`config.mk`:
```
export PLATFORM = sky130hd
export DESIGN_NAME = e31x_fe_ctrl
export DESIGN_NICKNAME = d
export VERILOG_FILES = /design/src/hdl/fe_cfg_pkg.sv /design/src/hdl/fe_pins_pkg.sv /design/src/hdl/fe_chan_if.sv /design/src/hdl/fe_reg_decode.sv /design/src/hdl/fe_atr_chan.sv /design/src/hdl/fe_pin_map.sv /design/src/hdl/pwr_button_irq.sv /design/src/hdl/e31x_fe_ctrl.sv
export SDC_FILE = /design/constraint.sdc
export NUM_CORES = 1
export LEC_CHECK = 0
export BUFFER_PORTS_ARGS = -buffer_cell sky130_fd_sc_hd__buf_2
export CORE_UTILIZATION = 30
export DETAILED_ROUTE_END_ITERATION = 12
export PLACE_DENSITY = 0.48
export SYNTH_ARGS = -nofsm -noshare
export SYNTH_HDL_FRONTEND = slang
export SYNTH_SLANG_ARGS = --single-unit
```
`constraint.sdc`:
```
create_clock -name bus_clk -period 2.4 [get_ports bus_clk]
set_input_delay 0 -clock bus_clk [delete_from_list [all_inputs] [get_ports bus_clk]]
set_output_delay 0 -clock bus_clk [all_outputs]
set_load 0.03 [all_outputs]
```
`src/hdl/fe_cfg_pkg.sv`:
```
package fe_cfg_pkg;

  //////////////////////////////
  // Register map
  //////////////////////////////

  // RF channels on the board
  localparam int NUM_CHANNELS = 2;

  // Channel code in the upper address bits
  // Codes 2 and 3 decode to nothing
  localparam int CH_SEL_W = 2;

  // ATR state in the lower address bits
  localparam int ATR_SEL_W = 2;
  localparam int NUM_ATR_STATES = 2 ** ATR_SEL_W;

  localparam int CFG_ADDR_W = CH_SEL_W + ATR_SEL_W;
  localparam int CFG_DATA_W = 32;

  typedef logic [CFG_ADDR_W-1:0] cfg_addr_t;
  typedef logic [CFG_DATA_W-1:0] cfg_data_t;
  typedef logic [CH_SEL_W-1:0]   ch_sel_t;

  //////////////////////////////
  // State encodings
  //////////////////////////////

  // TX activity bit over RX activity bit
  typedef enum logic [ATR_SEL_W-1:0] {
    ATR_IDLE        = 2'b00,
    ATR_RX_ONLY     = 2'b01,
    ATR_TX_ONLY     = 2'b10,
    ATR_FULL_DUPLEX = 2'b11
  } atr_state_t;

  // Register port FSM, one hold cycle per write
  typedef enum logic {DEC_IDLE, DEC_HOLD} dec_state_t;

endpackage

```
`src/hdl/fe_pins_pkg.sv`:
```
package fe_pins_pkg;

  //////////////////////////////
  // Channel pin word
  //////////////////////////////

  localparam int GPIO_W = 16;

  // Band select fields
  localparam int TX_BS_LSB  = 0;
  localparam int RX_BS_LSB  = 3;
  localparam int RXB_BS_LSB = 6;
  localparam int RXC_BS_LSB = 8;

  // Single bit controls
  localparam int TX_EN_A_BIT = 10;
  localparam int TX_EN_B_BIT = 11;
  localparam int TXRX_V2_BIT = 12;
  localparam int TXRX_V1_BIT = 13;
  localparam int RX_V2_BIT   = 14;
  localparam int RX_V1_BIT   = 15;

  //////////////////////////////
  // LED field
  //////////////////////////////

  // Sits above the pin word in a data word
  localparam int LED_LSB = 16;
  localparam int LED_W   = 3;

  localparam int LED_TXRX_RX_BIT = 0;
  localparam int LED_TXRX_TX_BIT = 1;
  localparam int LED_RX_RX_BIT   = 2;

  typedef logic [GPIO_W-1:0] gpio_word_t;
  typedef logic [LED_W-1:0]  led_t;
  typedef logic [2:0]        bandsel3_t;
  typedef logic [1:0]        bandsel2_t;

endpackage

```
`src/hdl/fe_chan_if.sv`:
```
interface fe_chan_if
  import fe_cfg_pkg::*;
  import fe_pins_pkg::*;
();

  // Write strobe from the register port, one cycle wide
  logic       wr_en;
  // Which of the four ATR words to load
  atr_state_t reg_sel;
  // Pin word in the low half, LED field above it
  cfg_data_t  wr_data;

  // Selected word, registered in the channel
  gpio_word_t pins;
  led_t       leds;

  modport decode (output wr_en, reg_sel, wr_data);

  modport chan (
    input  wr_en, reg_sel, wr_data,
    output pins, leds
  );

  modport map (input pins, leds);

endinterface

```
`src/hdl/fe_reg_decode.sv`:
```
module fe_reg_decode
  import fe_cfg_pkg::*;
(
  input  logic      bus_clk,
  input  logic      bus_rst,
  input  logic      i_cfg_valid,
  output logic      o_cfg_ready,
  input  cfg_addr_t i_cfg_addr,
  input  cfg_data_t i_cfg_data,
  fe_chan_if.decode chan_o [NUM_CHANNELS]
);

  dec_state_t state;
  cfg_addr_t  hold_addr;
  cfg_data_t  hold_data;
  ch_sel_t    hold_ch;
  logic       cfg_take;

  // Ready drops for the hold cycle only
  assign o_cfg_ready = (state == DEC_IDLE);
  assign cfg_take    = i_cfg_valid && o_cfg_ready;

  always_ff @(posedge bus_clk) begin
    if (bus_rst) begin
      state <= DEC_IDLE;
    end else begin
      case (state)
        DEC_IDLE: if (cfg_take) state <= DEC_HOLD;
        DEC_HOLD: state <= DEC_IDLE;
        default:  state <= DEC_IDLE;
      endcase
    end
  end

  // Holding register for the accepted write
  always_ff @(posedge bus_clk) begin
    if (cfg_take) begin
      hold_addr <= i_cfg_addr;
      hold_data <= i_cfg_data;
    end
  end

  assign hold_ch = hold_addr[CFG_ADDR_W-1 -: CH_SEL_W];

  // Strobe only the addressed channel
  // Unused channel codes match no slot and the write is dropped
  for (genvar c = 0; c < NUM_CHANNELS; c++) begin : g_route
    assign chan_o[c].wr_en   = (state == DEC_HOLD) && (hold_ch == ch_sel_t'(c));
    assign chan_o[c].reg_sel = atr_state_t'(hold_addr[ATR_SEL_W-1:0]);
    assign chan_o[c].wr_data = hold_data;
  end

endmodule

```
`src/hdl/fe_atr_chan.sv`:
```
module fe_atr_chan
  import fe_cfg_pkg::*;
  import fe_pins_pkg::*;
(
  input logic     bus_clk,
  input logic     bus_rst,
  input logic     i_rx_atr,
  input logic     i_tx_atr,
  fe_chan_if.chan chan
);

  //////////////////////////////
  // ATR word storage
  //////////////////////////////

  // One pin word and one LED field per ATR state
  gpio_word_t word_mem [NUM_ATR_STATES];
  led_t       led_mem  [NUM_ATR_STATES];

  always_ff @(posedge bus_clk) begin
    if (bus_rst) begin
      for (int s = 0; s < NUM_ATR_STATES; s++) begin
        word_mem[s] <= '0;
        led_mem[s]  <= '0;
      end
    end else if (chan.wr_en) begin
      // Low half to the pins, LED bits from above
      word_mem[chan.reg_sel] <= chan.wr_data[GPIO_W-1:0];
      led_mem[chan.reg_sel]  <= chan.wr_data[LED_LSB +: LED_W];
    end
  end

  //////////////////////////////
  // ATR selection
  //////////////////////////////

  atr_state_t atr_state;

  // TX over RX, same order as the enum
  assign atr_state = atr_state_t'({i_tx_atr, i_rx_atr});

  // Word for the current activity, one edge late
  always_ff @(posedge bus_clk) begin
    if (bus_rst) begin
      chan.pins <= '0;
      chan.leds <= '0;
    end else begin
      chan.pins <= word_mem[atr_state];
      chan.leds <= led_mem[atr_state];
    end
  end

endmodule

```
`src/hdl/fe_pin_map.sv`:
```
module fe_pin_map
  import fe_cfg_pkg::*;
  import fe_pins_pkg::*;
(
  input  logic      bus_clk,
  input  logic      bus_rst,
  fe_chan_if.map    ch [NUM_CHANNELS],
  // Shared by both banks
  output bandsel3_t o_tx_bandsel,
  // Bank 1
  output bandsel3_t o_rx1_bandsel,
  output bandsel2_t o_rx1b_bandsel,
  output bandsel2_t o_rx1c_bandsel,
  output logic      o_tx_enable1a,
  output logic      o_tx_enable1b,
  output logic      o_vctxrx1_v1,
  output logic      o_vctxrx1_v2,
  output logic      o_vcrx1_v1,
  output logic      o_vcrx1_v2,
  output logic      o_led_txrx1_tx,
  output logic      o_led_txrx1_rx,
  output logic      o_led_rx1_rx,
  // Bank 2
  output bandsel3_t o_rx2_bandsel,
  output bandsel2_t o_rx2b_bandsel,
  output bandsel2_t o_rx2c_bandsel,
  output logic      o_tx_enable2a,
  output logic      o_tx_enable2b,
  output logic      o_vctxrx2_v1,
  output logic      o_vctxrx2_v2,
  output logic      o_vcrx2_v1,
  output logic      o_vcrx2_v2,
  output logic      o_led_txrx2_tx,
  output logic      o_led_txrx2_rx,
  output logic      o_led_rx2_rx
);

  // Board wiring, banks swapped against channel numbers
  localparam int BANK1_CH = 1;
  localparam int BANK2_CH = 0;

  localparam int BS3_W = $bits(bandsel3_t);
  localparam int BS2_W = $bits(bandsel2_t);

  //////////////////////////////
  // Output registers
  //////////////////////////////

  for (genvar c = 0; c < NUM_CHANNELS; c++) begin : g_reg
    gpio_word_t pins_q;
    led_t       leds_q;

    always_ff @(posedge bus_clk) begin
      if (bus_rst) begin
        pins_q <= '0;
        leds_q <= '0;
      end else begin
        pins_q <= ch[c].pins;
        leds_q <= ch[c].leds;
      end
    end
  end

  // One TX filter bank for both channels
  // Either channel may set it
  bandsel3_t tx_bs_q;

  always_ff @(posedge bus_clk) begin
    if (bus_rst) begin
      tx_bs_q <= '0;
    end else begin
      tx_bs_q <= ch[BANK1_CH].pins[TX_BS_LSB +: BS3_W] |
                 ch[BANK2_CH].pins[TX_BS_LSB +: BS3_W];
    end
  end

  assign o_tx_bandsel = tx_bs_q;

  //////////////////////////////
  // Bank 1 from channel 1
  //////////////////////////////

  assign o_rx1_bandsel  = g_reg[BANK1_CH].pins_q[RX_BS_LSB +: BS3_W];
  assign o_rx1b_bandsel = g_reg[BANK1_CH].pins_q[RXB_BS_LSB +: BS2_W];
  assign o_rx1c_bandsel = g_reg[BANK1_CH].pins_q[RXC_BS_LSB +: BS2_W];
  assign o_tx_enable1a  = g_reg[BANK1_CH].pins_q[TX_EN_A_BIT];
  assign o_tx_enable1b  = g_reg[BANK1_CH].pins_q[TX_EN_B_BIT];
  // Antenna switches
  assign o_vctxrx1_v2   = g_reg[BANK1_CH].pins_q[TXRX_V2_BIT];
  assign o_vctxrx1_v1   = g_reg[BANK1_CH].pins_q[TXRX_V1_BIT];
  assign o_vcrx1_v2     = g_reg[BANK1_CH].pins_q[RX_V2_BIT];
  assign o_vcrx1_v1     = g_reg[BANK1_CH].pins_q[RX_V1_BIT];
  assign o_led_txrx1_rx = g_reg[BANK1_CH].leds_q[LED_TXRX_RX_BIT];
  assign o_led_txrx1_tx = g_reg[BANK1_CH].leds_q[LED_TXRX_TX_BIT];
  assign o_led_rx1_rx   = g_reg[BANK1_CH].leds_q[LED_RX_RX_BIT];

  //////////////////////////////
  // Bank 2 from channel 0
  //////////////////////////////

  assign o_rx2_bandsel  = g_reg[BANK2_CH].pins_q[RX_BS_LSB +: BS3_W];
  assign o_rx2b_bandsel = g_reg[BANK2_CH].pins_q[RXB_BS_LSB +: BS2_W];
  assign o_rx2c_bandsel = g_reg[BANK2_CH].pins_q[RXC_BS_LSB +: BS2_W];
  assign o_tx_enable2a  = g_reg[BANK2_CH].pins_q[TX_EN_A_BIT];
  assign o_tx_enable2b  = g_reg[BANK2_CH].pins_q[TX_EN_B_BIT];
  // Antenna switches
  assign o_vctxrx2_v2   = g_reg[BANK2_CH].pins_q[TXRX_V2_BIT];
  assign o_vctxrx2_v1   = g_reg[BANK2_CH].pins_q[TXRX_V1_BIT];
  assign o_vcrx2_v2     = g_reg[BANK2_CH].pins_q[RX_V2_BIT];
  assign o_vcrx2_v1     = g_reg[BANK2_CH].pins_q[RX_V1_BIT];
  assign o_led_txrx2_rx = g_reg[BANK2_CH].leds_q[LED_TXRX_RX_BIT];
  assign o_led_txrx2_tx = g_reg[BANK2_CH].leds_q[LED_TXRX_TX_BIT];
  assign o_led_rx2_rx   = g_reg[BANK2_CH].leds_q[LED_RX_RX_BIT];

endmodule

```
`src/hdl/pwr_button_irq.sv`:
```
module pwr_button_irq #(
  // Pulse length in bus_clk cycles, two or more
  parameter int STRETCH_CYCLES = 8
) (
  input  logic bus_clk,
  input  logic bus_rst,
  input  logic i_onswitch_n,
  output logic o_press_irq,
  output logic o_release_irq
);

  // Two earlier samples of the switch, already debounced
  logic [1:0] sw_hist;
  logic       press_det;
  logic       release_det;

  logic [STRETCH_CYCLES-1:0] press_sr;
  logic [STRETCH_CYCLES-1:0] release_sr;

  // Active low switch
  // Low now after two high samples
  assign press_det   = ~i_onswitch_n & sw_hist[0] & sw_hist[1];
  // High now after two low samples
  assign release_det = i_onswitch_n & ~sw_hist[0] & ~sw_hist[1];

  always_ff @(posedge bus_clk) begin
    if (bus_rst) begin
      // Start from the released level
      sw_hist    <= 2'b11;
      press_sr   <= '0;
      release_sr <= '0;
    end else begin
      sw_hist    <= {sw_hist[0], i_onswitch_n};
      // Stretch each edge so the IRQ is not missed
      press_sr   <= {press_sr[STRETCH_CYCLES-2:0], press_det};
      release_sr <= {release_sr[STRETCH_CYCLES-2:0], release_det};
    end
  end

  assign o_press_irq   = |press_sr;
  assign o_release_irq = |release_sr;

endmodule

```
`src/hdl/e31x_fe_ctrl.sv`:
```
module e31x_fe_ctrl
  import fe_cfg_pkg::*;
  import fe_pins_pkg::*;
#(
  parameter int STRETCH_CYCLES = 8
) (
  input  logic                    bus_clk,
  input  logic                    bus_rst,
  // Register write port
  input  logic                    i_cfg_valid,
  output logic                    o_cfg_ready,
  input  cfg_addr_t               i_cfg_addr,
  input  cfg_data_t               i_cfg_data,
  // Radio activity, one bit per channel
  input  logic [NUM_CHANNELS-1:0] i_rx_atr,
  input  logic [NUM_CHANNELS-1:0] i_tx_atr,
  // Power switch, active low
  input  logic                    i_onswitch_n,
  // Front-end pins
  output bandsel3_t               o_tx_bandsel,
  output bandsel3_t               o_rx1_bandsel,
  output bandsel2_t               o_rx1b_bandsel,
  output bandsel2_t               o_rx1c_bandsel,
  output logic                    o_tx_enable1a,
  output logic                    o_tx_enable1b,
  output logic                    o_vctxrx1_v1,
  output logic                    o_vctxrx1_v2,
  output logic                    o_vcrx1_v1,
  output logic                    o_vcrx1_v2,
  output logic                    o_led_txrx1_tx,
  output logic                    o_led_txrx1_rx,
  output logic                    o_led_rx1_rx,
  output bandsel3_t               o_rx2_bandsel,
  output bandsel2_t               o_rx2b_bandsel,
  output bandsel2_t               o_rx2c_bandsel,
  output logic                    o_tx_enable2a,
  output logic                    o_tx_enable2b,
  output logic                    o_vctxrx2_v1,
  output logic                    o_vctxrx2_v2,
  output logic                    o_vcrx2_v1,
  output logic                    o_vcrx2_v2,
  output logic                    o_led_txrx2_tx,
  output logic                    o_led_txrx2_rx,
  output logic                    o_led_rx2_rx,
  // Interrupts
  output logic                    o_press_irq,
  output logic                    o_release_irq
);

  //////////////////////////////
  // Radio front-end control
  //////////////////////////////

  // One link per channel
  fe_chan_if chan_if [NUM_CHANNELS] ();

  fe_reg_decode decode_i (
    .bus_clk     (bus_clk),
    .bus_rst     (bus_rst),
    .i_cfg_valid (i_cfg_valid),
    .o_cfg_ready (o_cfg_ready),
    .i_cfg_addr  (i_cfg_addr),
    .i_cfg_data  (i_cfg_data),
    .chan_o      (chan_if)
  );

  for (genvar c = 0; c < NUM_CHANNELS; c++) begin : g_chan
    fe_atr_chan chan_i (
      .bus_clk  (bus_clk),
      .bus_rst  (bus_rst),
      .i_rx_atr (i_rx_atr[c]),
      .i_tx_atr (i_tx_atr[c]),
      .chan     (chan_if[c])
    );
  end

  fe_pin_map map_i (
    .bus_clk        (bus_clk),
    .bus_rst        (bus_rst),
    .ch             (chan_if),
    .o_tx_bandsel   (o_tx_bandsel),
    .o_rx1_bandsel  (o_rx1_bandsel),
    .o_rx1b_bandsel (o_rx1b_bandsel),
    .o_rx1c_bandsel (o_rx1c_bandsel),
    .o_tx_enable1a  (o_tx_enable1a),
    .o_tx_enable1b  (o_tx_enable1b),
    .o_vctxrx1_v1   (o_vctxrx1_v1),
    .o_vctxrx1_v2   (o_vctxrx1_v2),
    .o_vcrx1_v1     (o_vcrx1_v1),
    .o_vcrx1_v2     (o_vcrx1_v2),
    .o_led_txrx1_tx (o_led_txrx1_tx),
    .o_led_txrx1_rx (o_led_txrx1_rx),
    .o_led_rx1_rx   (o_led_rx1_rx),
    .o_rx2_bandsel  (o_rx2_bandsel),
    .o_rx2b_bandsel (o_rx2b_bandsel),
    .o_rx2c_bandsel (o_rx2c_bandsel),
    .o_tx_enable2a  (o_tx_enable2a),
    .o_tx_enable2b  (o_tx_enable2b),
    .o_vctxrx2_v1   (o_vctxrx2_v1),
    .o_vctxrx2_v2   (o_vctxrx2_v2),
    .o_vcrx2_v1     (o_vcrx2_v1),
    .o_vcrx2_v2     (o_vcrx2_v2),
    .o_led_txrx2_tx (o_led_txrx2_tx),
    .o_led_txrx2_rx (o_led_txrx2_rx),
    .o_led_rx2_rx   (o_led_rx2_rx)
  );

  //////////////////////////////
  // Power button
  //////////////////////////////

  pwr_button_irq #(
    .STRETCH_CYCLES (STRETCH_CYCLES)
  ) button_i (
    .bus_clk       (bus_clk),
    .bus_rst       (bus_rst),
    .i_onswitch_n  (i_onswitch_n),
    .o_press_irq   (o_press_irq),
    .o_release_irq (o_release_irq)
  );

endmodule

```
# After elaboration in Yosys (flattened, before gate mapping)

Memories as Yosys holds them, arrays and structs flattened. A register that Yosys moved wholly into a read port is not among the register bits.
Index checks and enable logic that the tools add are counted.

Memory bits (read-only): 0
Memories kept: 4
Word-level logic and storage cells: 57
Input port bits: 44
Register bits after elaboration: 83
Output and inout port bits: 38
Latch bits: 0
Bits in writable memories: 152

Memories:

| name                      | depth | bits a word | rd ports | clocked after memory_dff | write ports | line              | text |
|---|---|---|---|---|---|---|---|
| g_chan[0].chan_i.word_mem | 4     | 16          | 1        | 1                        | 4           | fe_atr_chan.sv:17 | `gpio_word_t word_mem [NUM_ATR_STATES];` |
| g_chan[1].chan_i.word_mem | 4     | 16          | 1        | 1                        | 4           | fe_atr_chan.sv:17 |  |
| g_chan[0].chan_i.led_mem  | 4     | 3           | 1        | 1                        | 4           | fe_atr_chan.sv:18 | `led_t led_mem [NUM_ATR_STATES];` |
| g_chan[1].chan_i.led_mem  | 4     | 3           | 1        | 1                        | 4           | fe_atr_chan.sv:18 |  |

Div/mod/pow operators: 0
Shift operators: 0
Add/subtract/negate cells: 0
Magnitude comparators: 0
Equality and inequality tests: 1
Multiply operators: 0
Bitwise gates (word level): 9
Mux-type cells: 22
Reduce and logical (&&, ||, !) cells: 10

Operators by type and width:

| cell                                                 | count |
|---|---|
| two-way mux 16 bit                                   | 2 |
| OR reduction 16 bit                                  | 2 |
| OR reduction 8 bit                                   | 2 |
| two-way mux 1 bit                                    | 13 |
| two-way mux 2 bit                                    | 4 |
| two-way mux 3 bit                                    | 2 |
| OR reduction 3 bit                                   | 2 |
| bitwise AND 1 bit                                    | 4 |
| NOT 1 bit                                            | 4 |
| logical AND 1 bit                                    | 3 |
| bitwise OR 3 bit                                     | 1 |
| equality test 2 x 1 -> 1 bit (second input constant) | 1 |
| zero test 2 bit                                      | 1 |
| case mux 1 bit (2 select lines)                      | 1 |

# Longest topological paths before layout

Gate-level depths: netlist (run 1).

Depth after elaboration: 7
Depth in mapped cells: 5
Gate-level depth less buffers: 2

# Cells and area by module

From an unflattened synthesis (run 1), not the netlist that was laid out.

Cell total of the unflattened synthesis: 703
Area total of the unflattened synthesis: 10592.7 um^2

Modules (own cells, without submodules):

| module         | times used | area each (um^2) | cells an instance | seq. area each (um^2) |
|---|---|---|---|---|
| fe_atr_chan    | 2          | 3852.4           | 254               | 2662.6 |
| fe_reg_decode  | 1          | 1410.1           | 78                | 1101.1 |
| fe_pin_map     | 1          | 953.4            | 73                | 700.7 |
| pwr_button_irq | 1          | 524.3            | 44                | 360.3 |

# Least setup slack after synthesis (run 1)

OpenSTA, ideal clock, no wires.

Path type: register to register
Start: register decode_i.hold_addr[3]
End: memory g_chan[0].chan_i.led_mem[0][0] (netlist bit), enable pin
Setup slack: -0.130 ns
Required time: 2.001 ns
Stages on the path, launching flop included: 5
Buffers on the path: 2
Clock period less this slack: 2.530 ns
Arrival time: 2.131 ns
Library setup time: 0.399 ns
Cell sequence: edfxtp_1 -> or4b_1 -> buf_6 -> buf_6 -> o21bai_1

RTL lines:

| item                   | line                | text |
|---|---|---|
| start, declared        | fe_reg_decode.sv:14 | `cfg_addr_t hold_addr;` |
| start signal, assigned | fe_reg_decode.sv:38 | `hold_addr <= i_cfg_addr;` |
| end, declared          | fe_atr_chan.sv:18   |  |

==> results of run 1 <==
state kept, by name (all words and copies together) (netlist names):
name / flops
g_chan.chan_i.chan.leds: 6
decode_i.state: 1
g_chan.chan_i.chan.pins: 32
g_chan.chan_i.led_mem: 24
decode_i.hold_addr: 4
decode_i.chan_o.wr_data: 19
map_i.g.leds_q: 6
button_i.sw_hist: 2
button_i.press_sr: 8
button_i.release_sr: 8
map_i.g.pins_q: 26
map_i.o_tx_bandsel: 3
g_chan.chan_i.word_mem: 128
worst paths after layout:
check | to | depth (start not counted) | startpoint
worst max-delay path | g_chan[0].chan_i.word_mem[2][0] | 3 | decode_i.hold_addr[2]
worst min-delay path | decode_i.hold_addr[3] | 3 | i_cfg_valid
worst max register to register | g_chan[0].chan_i.word_mem[2][0] | 3 | decode_i.hold_addr[2]
worst min register to register | button_i.release_sr[0] | 1 | button_i.sw_hist[1]
worst max-delay path: stages (launching register included):
cell and delay [ns]:
edfxtp_1 0.46, or4b_2 0.75, buf_4 0.33, nor3_1 0.25
where the power goes:
group / switching (uW) / internal, uW / leakage, uW
logic: 396 / 204 / 0.00146
registers: 51.0 / 5080 / 0.00254
clock network: 1750 / 2850 / 0.000505
per-stage QoR:
stage / util (%) / area, um2 / instances
after global placement: 33.1 / 10500 / 1134
after CTS: 37.2 / 11800 / 1217
after global routing: 37.2 / 11800 / 1217
final: 37.2 / 11800 / 1217
after floorplan: - / 9720 / 693
after detailed placement: 33.1 / 10500 / 1134
routing by layer:
metal,up-vias,global-route usage (%),part of all wire (%)
met5,-,0,0
met4,0,3.39,1.5
met3,25,2.47,5.6
met2,122,21.0,46
met1,2650,17.0,47
li1,2720,-,-
area by class of cell:
class                   count  area, um2
flip-flops and latches    267       7100
repair buffers            120        823
clock inverters             9        100
fillers                  3093      19900
clock buffers              47        926
well taps                 402        503
inverters                  21       78.8
multi-input cells         351       2280
layout by cell type, fill, tap and decap left out, types with 2 or more instances in the layout:
master / count
nor3b_1: 2
clkbuf_1: 7
dlygate4sd3_1: 27
clkbuf_16: 31
bufinv_16: 2
dfxtp_1: 92
a31o_2: 2
edfxtp_1: 175
clkinv_2: 4
nor3_1: 114
buf_2: 68
nor4_1: 4
nand2b_1: 4
or2_2: 5
clkbuf_8: 9
o21bai_1: 3
o22ai_1: 38
mux2i_1: 76
o21bai_2: 2
nor2_1: 45
inv_1: 21
nor2b_1: 47
buf_12: 2
buf_4: 23
nand2_1: 4
kinds of logic after synthesis:
logic type,count (synthesis),share of synthesized area (%)
AOI/OAI and AO/OA,46,3.21
muxes,76,7.83
DFF,267,73.1
and+or+nand+nor,229,12.2
buffers and inverters,75,3.75
==> flow_metrics.py, run 1 <==
metrics = {
    "drt": {
        "dr.pass1.iters": 4,
        "routedWlPerCell_um": 16.8,
        "drc": 0,
        "drt_iter0_drc": 317,
        "vias_per_cell": 4.53,
        "wl_um": 20400,
        "ant_nets": 0,
        "vias": 5517,
    },
    "cts": {
        "clk_path_buf_depth": 3,
        "clock_sinks": 267,
        "cts.clk_slew.worst_paths_ns": 0.06,
        "cts_root_buffer": "clkbuf_16",
        "cts_tree": "built",
        "clk_latency_ns": 0.54,
        "cts-htree-levels": 1,
        "cts_buffers": 30,
        "cts_resized": 0,
        "postCtsSetupBuffers": 0,
        "hold_buffers": 27,
    },
    "yosys": {
        "syn-cell-area_um2": 9710,
        "synth_area_leaders": "edfxtp_1, dfxtp_1, mux2i_1",
        "async_flop_share_pct": 0,
        "yosys_warnings": 0,
        "synth_fp_nets": 737,
        "synth-seq-cells": 267,
        "synth_enable_flop_cells": 175,
        "synth_common_cells": "edfxtp_1, nor3_1, dfxtp_1",
        "seq_area_frac_synth_pct": 73.1,
        "synthFlopType": "edfxtp_1",
        "synth_largest_area_cell": "edfxtp_1",
        "yosys.cell_count.top_type": "edfxtp_1",
        "netlist_instances": 693,
        "yosysUniqueCellTypes": 26,
        "syn_avg_cell_area_um2": 14.0,
        "synth_top_area_share_pct": 54.1,
    },
    "timing": {
        "period_minus_slack_ns": 1.99,
        "clock.fmax_ghz": 0.504,
        "maxSlewViolCount": 0,
        "setup_ws_ns": 0.414,
        "worst_pin_slew_ns": 0.674,
        "fin_tns_setup_ns": 0,
        "fin_crit_sh_pct": 82.7,
        "grt_setup_unrepaired": "false",
        "whs_ns": 0.118,
        "setup_viol": 0,
        "finalHoldViolCount": 0,
        "slew_headroom_pct": 55.0,
        "finClkSkew_ns": 0.0128,
    },
    "placed_design": {
        "dp_hpwl_um": 12000,
        "gp_congestion": 0.692,
        "port_buffers": 68,
        "dpl_worst_slack_ns": 0.421,
    },
    "die": {
        "coreArea_um2": 31700,
        "die_x_um": 182,
        "initial_core_util_pct": 30.6,
        "dieHeight_um": 182,
        "std_cell_rows": 65,
        "dieArea_um2": 33100,
        "pin_count": 82,
    },
    "grt": {
        "grt_pass1_wl_um": 32200,
        "grt_usage_pct": 12.7,
        "grt_max_degree": 77,
        "antenna_found_initial": 0,
        "grt.overflow.total": 0,
        "grt_pass1_vias": 5640,
    },
    "power": {
        "ir_drop_mv": 0.557,
        "power_density_nw_per_um2": 875,
        "power.total_uw": 10300,
        "p_leak_uw": 0.00451,
    },
    "setup_path": {
        "crit_type": "flop to flop",
        "cp-end-kind": "flop",
        "worst-path-max-fanout": 48,
        "worstPathArrival_ns": 2.36,
        "critPathLaunchType": "flop",
        "ff2ff_setup_slack_ns": 0.41,
        "crit_required_ns": 2.77,
    },
    "final_layout": {
        "antennaDiodeCount": 0,
        "drive_gt1_share_pct": 18.8,
        "nNetsFinal": 835,
        "syn2layout_area_growth_pct": 21.5,
    },
    "job": {
        "drv_cap": 0,
    },
    "worst_hold_path": {
        "hold_class": "input pin to flop",
    },
    "outcome": {
        "outcome": "completed",
    },
}
No activity file was read; power rests on OpenSTA's default activity.
==> run 2: changes to the inputs <==
--- a/config.mk
+++ b/config.mk
@@ -5,10 +5,11 @@
 export SDC_FILE = /design/constraint.sdc
 export NUM_CORES = 1
 export LEC_CHECK = 0
+export ABC_AREA = 1
 export BUFFER_PORTS_ARGS = -buffer_cell sky130_fd_sc_hd__buf_2
 export CORE_UTILIZATION = 30
 export DETAILED_ROUTE_END_ITERATION = 12
-export PLACE_DENSITY = 0.48
+export PLACE_DENSITY = 0.47
 export SYNTH_ARGS = -nofsm -noshare
 export SYNTH_HDL_FRONTEND = slang
 export SYNTH_SLANG_ARGS = --single-unit
==> constraint.sdc (replaced) <==
create_clock -name bus_clk -period 2.04 [get_ports bus_clk]
set_input_delay 0 -clock bus_clk [delete_from_list [all_inputs] [get_ports bus_clk]]
set_output_delay 0 -clock bus_clk [all_outputs]
set_load 0.03 [all_outputs]
==> flow_metrics.py, run 2 <==
metrics = {
    "outcome": {
        "outcome": "completed",
    },
    "drt": {
        "drt_iter0_drc": 302,
        "drc": 0,
        "vias": 6887,
        "routedWlPerCell_um": 14.3,
        "ant_nets": 0,
        "dr.pass1.iters": 4,
        "wl_um": 23400,
        "vias_per_cell": 4.21,
    },
    "grt": {
        "grt_max_degree": 91,
        "grt_pass1_vias": 6638,
        "antenna_found_initial": 0,
        "grt.overflow.total": 0,
        "grt_usage_pct": 13.3,
        "grt_pass1_wl_um": 37200,
    },
    "yosys": {
        "synth_common_cells": "inv_1, edfxtp_1, nand2_1",
        "synth_top_area_share_pct": 50.4,
        "syn-cell-area_um2": 10400,
        "seq_area_frac_synth_pct": 68.0,
        "netlist_instances": 1058,
        "syn_avg_cell_area_um2": 9.86,
        "yosys_warnings": 0,
        "yosys.cell_count.top_type": "inv_1",
        "yosysUniqueCellTypes": 20,
        "synth-seq-cells": 267,
        "synth_enable_flop_cells": 175,
        "async_flop_share_pct": 0,
        "synth_largest_area_cell": "edfxtp_1",
        "synthFlopType": "edfxtp_1",
        "synth_fp_nets": 1102,
        "synth_area_leaders": "edfxtp_1, dfxtp_1, inv_1",
    },
    "timing": {
        "worst_pin_slew_ns": 0.487,
        "grt_setup_unrepaired": "false",
        "fin_tns_setup_ns": 0,
        "finalHoldViolCount": 0,
        "maxSlewViolCount": 0,
        "finClkSkew_ns": 0.00665,
        "fin_crit_sh_pct": 78.6,
        "setup_viol": 0,
        "clock.fmax_ghz": 0.624,
        "slew_headroom_pct": 67.5,
        "period_minus_slack_ns": 1.60,
    },
    "setup_path": {
        "reg2regPathDepth": 4,
        "critPathLaunchType": "flop",
        "r2r-start": "decode_i.hold_addr[3]",
        "crit_required_ns": 2.27,
        "worstPathArrival_ns": 1.83,
        "ff2ff_setup_slack_ns": 0.44,
        "worst-path-max-fanout": 11,
        "r2r-end": "g_chan[0].chan_i.word_mem[1][8]",
        "cp-end-kind": "flop",
        "crit_type": "flop to flop",
    },
    "final_layout": {
        "syn2layout_area_growth_pct": 21.7,
        "stdcell_count": 1637,
        "mostFrequentLayoutCell": "inv_1",
        "regMostFlops": "g_chan.chan_i.word_mem",
        "nNetsFinal": 1209,
        "nFillCells": 3432,
        "reg.largest.list": "g_chan.chan_i.word_mem (128), g_chan.chan_i.chan.pins (32), map_i.g.pins_q (26)",
        "largest_reg_flops": 128,
        "final_cell_mix": "inv_1, edfxtp_1, nand2_1",
        "drive_gt1_share_pct": 14.2,
        "antennaDiodeCount": 0,
    },
    "worst_hold_path": {
        "whs_path_depth": 5,
        "hold_class": "input pin to flop",
        "hold_end": "g_chan[1].chan_i.chan.pins[10]",
        "hp-start": "i_rx_atr[1]",
    },
    "cts": {
        "clk_path_buf_depth": 3,
        "cts_tree": "built",
        "cts_buffers": 31,
        "clk_latency_ns": 0.54,
        "clock_sinks": 267,
        "postCtsSetupBuffers": 0,
        "cts-htree-levels": 1,
        "cts_root_buffer": "clkbuf_16",
        "cts.clk_slew.worst_paths_ns": 0.06,
    },
    "power": {
        "ir_drop_mv": 0.519,
        "p_int_uw": 9560,
        "power_density_nw_per_um2": 968,
        "seqPwrFrac_pct": 49.2,
        "swShare_pct": 22.2,
        "p_leak_uw": 0.00549,
        "netSwitchingPower_uw": 2730,
        "comb_power_share_pct": 6.7,
        "clockPowerShare_pct": 44.1,
    },
    "job": {
        "drv_cap": 0,
    },
    "placed_design": {
        "gp_congestion": 0.717,
        "dp_hpwl_um": 13600,
        "port_buffers": 68,
        "dp_cells": 1551,
    },
    "die": {
        "pin_count": 82,
        "initial_core_util_pct": 30.8,
        "die_x_um": 188,
        "dieHeight_um": 188,
        "std_cell_rows": 67,
        "dieArea_um2": 35500,
        "coreArea_um2": 33900,
    },
}
## run 2: changes by cell type after synthesis, moves of 43 or more
cell     before  now
mux2i_1      76    0
inv_1        21  225
nand3_1       0   78
nor3_1      114   71
nand2_1       4  166
nor2_1       45  131
nor2b_1      47    0
## run 2: logic make-up after synthesis
group	synth area share (%)
AO/OA/AOI/OAI	2.11
buffers and inverters	10.7
flip-flops	68.0
AND/OR/NAND/NOR	19.2
## run 2: worst max-delay path by stage
stage / from / end / slack, ns / cells past startpoint
6_report: decode_i.hold_addr[3] / g_chan[0].chan_i.word_mem[1][8] / 0.44 / 4
5_1_grt: decode_i.hold_addr[3] / g_chan[0].chan_i.word_mem[1][13] / 0.31 / 4
4_1_cts: decode_i.hold_addr[3] / g_chan[0].chan_i.word_mem[1][8] / 0.45 / 4
3_5_place_dp: decode_i.hold_addr[3] / g_chan[0].chan_i.word_mem[1][8] / 0.46 / 4
3_3_place_gp: decode_i.state / g_chan[1].chan_i.word_mem[1][3] / 0.49 / 5
2_1_floorplan: decode_i.hold_addr[0] / g_chan[0].chan_i.led_mem[2][0] / -0.10 / 4
## run 2: power by group through the flow
stage                     Combinational (uW)  Sequential (uW)  Clock, uW
after floorplan                          432             6220          0
after global placement                   795             6160          0
after detailed placement                 799             6160          0
after CTS                                845             6050       5580
after global routing                     924             6070       5810
final                                    823             6050       5420
## run 2: repair_timing
action,CTS,global route
endpoints found under the setup margin,0,0
gates resized for setup,0,0
hold buffers,29,0
endpoints found under the hold margin,44,0
## run 2: layout make-up
class | count | area [um2] | area share [%]
clock inverter | 6 | 33.8 | 0.266
timing repair buffer | 131 | 911 | 7.18
sequential | 267 | 7100 | 55.9
clock buffer | 51 | 1000 | 7.91
multi-input combinational | 506 | 2230 | 17.6
inverter | 228 | 856 | 6.74
tap | 448 | 561 | 4.42
## run 2: per-stage QoR
step                      total power (uW)  util (%)  setup slack (ns)  instance area [um2]  hold slack [ns]
after floorplan                       6650         -            -0.102                10400           0.0724
after global placement                6960      33.6             0.487                11400            0.179
after detailed placement              6960      33.6             0.460                11400            0.178
after CTS                            12500      37.5             0.446                12700            0.145
after global routing                 12800      37.5             0.309                12700            0.161
final                                12300      37.5             0.436                12700            0.167
## run 2: worst max-delay path, cell delays in order (launching register included)
cell and delay (ns):
edfxtp_1 0.40, nor2_1 0.20, nand4_1 0.24, o21ai_2 0.22
buf_4 0.24
## run 2: routing by layer
metal  GRT usage (%)  wire (um)
met4            3.07        393
met1            18.0      11100
met2            22.7      11000
met5               0          0
met3            1.88        909
==> run 3: changes to the inputs <==
==> constraint.sdc (replaced) <==
create_clock -name bus_clk -period 1.5 [get_ports bus_clk]
set_input_delay 0 -clock bus_clk [delete_from_list [all_inputs] [get_ports bus_clk]]
set_output_delay 0 -clock bus_clk [all_outputs]
set_load 0.03 [all_outputs]
==> flow_metrics.py, run 3 (synthesized netlist as in run 2, its figures left out) <==
metrics = {
    "setup_path": {
        "critPathLaunchType": "flop",
        "reg2regPathDepth": 5,
        "worstPathArrival_ns": 1.75,
        "path_depth": 5,
        "ff2ff_setup_slack_ns": 0.008,
        "endpoint": "g_chan[0].chan_i.word_mem[0][5]",
        "cp_slowest_cell": "edfxtp_1",
        "r2r-end": "g_chan[0].chan_i.word_mem[0][5]",
        "crit_chain": "nor2_4 > nand4_1 > buf_6 > o21ai_4 > buf_12",
        "crit_required_ns": 1.76,
        "crit_type": "flop to flop",
        "worst-path-max-fanout": 11,
        "critPathMaxStageDelay_ns": 0.42,
        "cp-end-kind": "flop",
        "path_buf_inv": 2,
        "critPathLaunch": "decode_i.hold_addr[2]",
        "cp_top_family": "flip-flops",
        "r2r-start": "decode_i.hold_addr[2]",
    },
    "cts": {
        "cts_tree": "built",
        "cts_root_buffer": "clkbuf_16",
        "cts_buffers": 30,
        "cts-htree-levels": 1,
        "cts.clk_slew.worst_paths_ns": 0.06,
        "clk_path_buf_depth": 3,
        "clock_sinks": 267,
        "clk_latency_ns": 0.55,
    },
    "die": {
        "die_x_um": 188,
        "dieHeight_um": 188,
        "dieArea_um2": 35500,
        "std_cell_rows": 67,
        "pin_count": 82,
        "initial_core_util_pct": 30.8,
        "coreArea_um2": 33900,
    },
    "final_layout": {
        "final_cell_mix": "inv_1, edfxtp_1, nand2_1",
        "reg.largest.list": "g_chan.chan_i.word_mem (128), g_chan.chan_i.chan.pins (32), map_i.g.pins_q (26)",
        "syn2layout_area_growth_pct": 25.5,
        "largest_reg_flops": 128,
        "stdcell_count": 1651,
        "antennaDiodeCount": 0,
        "drive_gt1_share_pct": 16.2,
        "nNetsFinal": 1223,
        "regMostFlops": "g_chan.chan_i.word_mem",
        "mostFrequentLayoutCell": "inv_1",
        "post-route-util_pct": 38.7,
    },
    "outcome": {
        "outcome": "completed",
    },
    "drt": {
        "drc": 0,
        "dr.pass1.iters": 5,
        "vias_per_cell": 4.32,
        "drt_iter0_drc": 355,
        "vias": 7133,
        "ant_nets": 0,
        "wl_um": 24300,
        "routedWlPerCell_um": 14.7,
    },
    "grt": {
        "grt_pass1_vias": 6808,
        "grt_usage_pct": 13.8,
        "grt.overflow.total": 0,
        "grt_max_degree": 91,
        "grt_pass1_wl_um": 38200,
        "antenna_found_initial": 0,
    },
    "timing": {
        "fin_crit_sh_pct": 99.5,
        "finClkSkew_ns": 0.0133,
        "maxSlewViolCount": 0,
        "worst_pin_slew_ns": 0.487,
        "clock.fmax_ghz": 0.670,
        "slew_headroom_pct": 67.3,
        "setup_viol": 0,
        "finalHoldViolCount": 0,
        "period_minus_slack_ns": 1.49,
        "grt_setup_unrepaired": "true",
        "setup_ws_ns": 0.00810,
    },
    "placed_design": {
        "dp_hpwl_um": 14600,
        "port_buffers": 68,
        "dpl_worst_slack_ns": -0.0402,
        "gp_congestion": 0.736,
        "dp_cells": 1562,
    },
    "job": {
        "drv_cap": 0,
    },
    "power": {
        "ir_drop_mv": 0.772,
        "p_leak_uw": 0.00565,
        "power_density_nw_per_um2": 1290,
    },
    "worst_hold_path": {
        "hp-start": "i_rx_atr[0]",
        "hold_class": "input pin to flop",
    },
}
## run 3: worst min path at each step
stage / endpoint / slack [ns] / cells past startpoint
floorplan: button_i.press_sr[0] / 0.07 / 1
global placement: decode_i.hold_addr[2] / 0.18 / 1
detailed placement: button_i.press_sr[0] / 0.17 / 2
CTS: g_chan[0].chan_i.chan.pins[3] / 0.03 / 6
global route: g_chan[1].chan_i.chan.leds[2] / 0.06 / 5
finish: g_chan[0].chan_i.chan.pins[3] / 0.04 / 6
## run 3: area by class of cell
type                    instances  area (um2)
fillers                      3374       20800
multi-input cells             506        2310
flip-flops and latches        267        7100
clock inverters                11        60.1
inverters                     228         856
repair buffers                146        1250
clock buffers                  45         963
well taps                     448         561
## run 3: worst reg2reg max path: cells and delay by family (launching register included)
kind / cells / cell delay (ns)
DFF: 1 / 0.42
and+or+nand+nor: 2 / 0.27
buffers and inverters: 2 / 0.34
AOI/OAI and AO/OA: 1 / 0.18
## run 3: through the flow
stage	total power [uW]	hold WS, ns	TNS, ns	cell area, um2
3_5_place_dp	9560	0.175	-0.894	11700
3_3_place_gp	9560	0.179	-0.631	11700
2_1_floorplan	9060	0.0724	-19.76	10500
4_1_cts	17000	0.0281	0	13000
5_1_grt	17500	0.0610	-4.51	13100
6_report	16800	0.0409	0	13100
## run 3: repair_timing
item,CTS,global route
endpoints found under the hold margin,55,0
hold buffers,28,0
pin swaps,1,1
gates resized for setup,1,11
endpoints found under the setup margin,37,114
gates cloned,0,3
setup buffers,0,2
## run 3: routing by layer
| metal | part of all wire (%) | wire length [um] | up-vias | track usage, % |
|---|---|---|---|---|
| met5 | 0 | 0 | - | 0 |
| met1 | 47 | 11400 | 3360 | 19.0 |
| met4 | 2.9 | 716 | 0 | 4.81 |
| met3 | 4.7 | 1140 | 44 | 2.01 |
| met2 | 46 | 11100 | 166 | 22.0 |
| li1 | - | - | 3563 | - |
## run 3: power breakdown
part | total (uW) | internal, uW | switching, uW
clock | 7370 | 4430 | 2940
combinational | 1250 | 419 | 832
sequential | 8230 | 8140 | 82.4
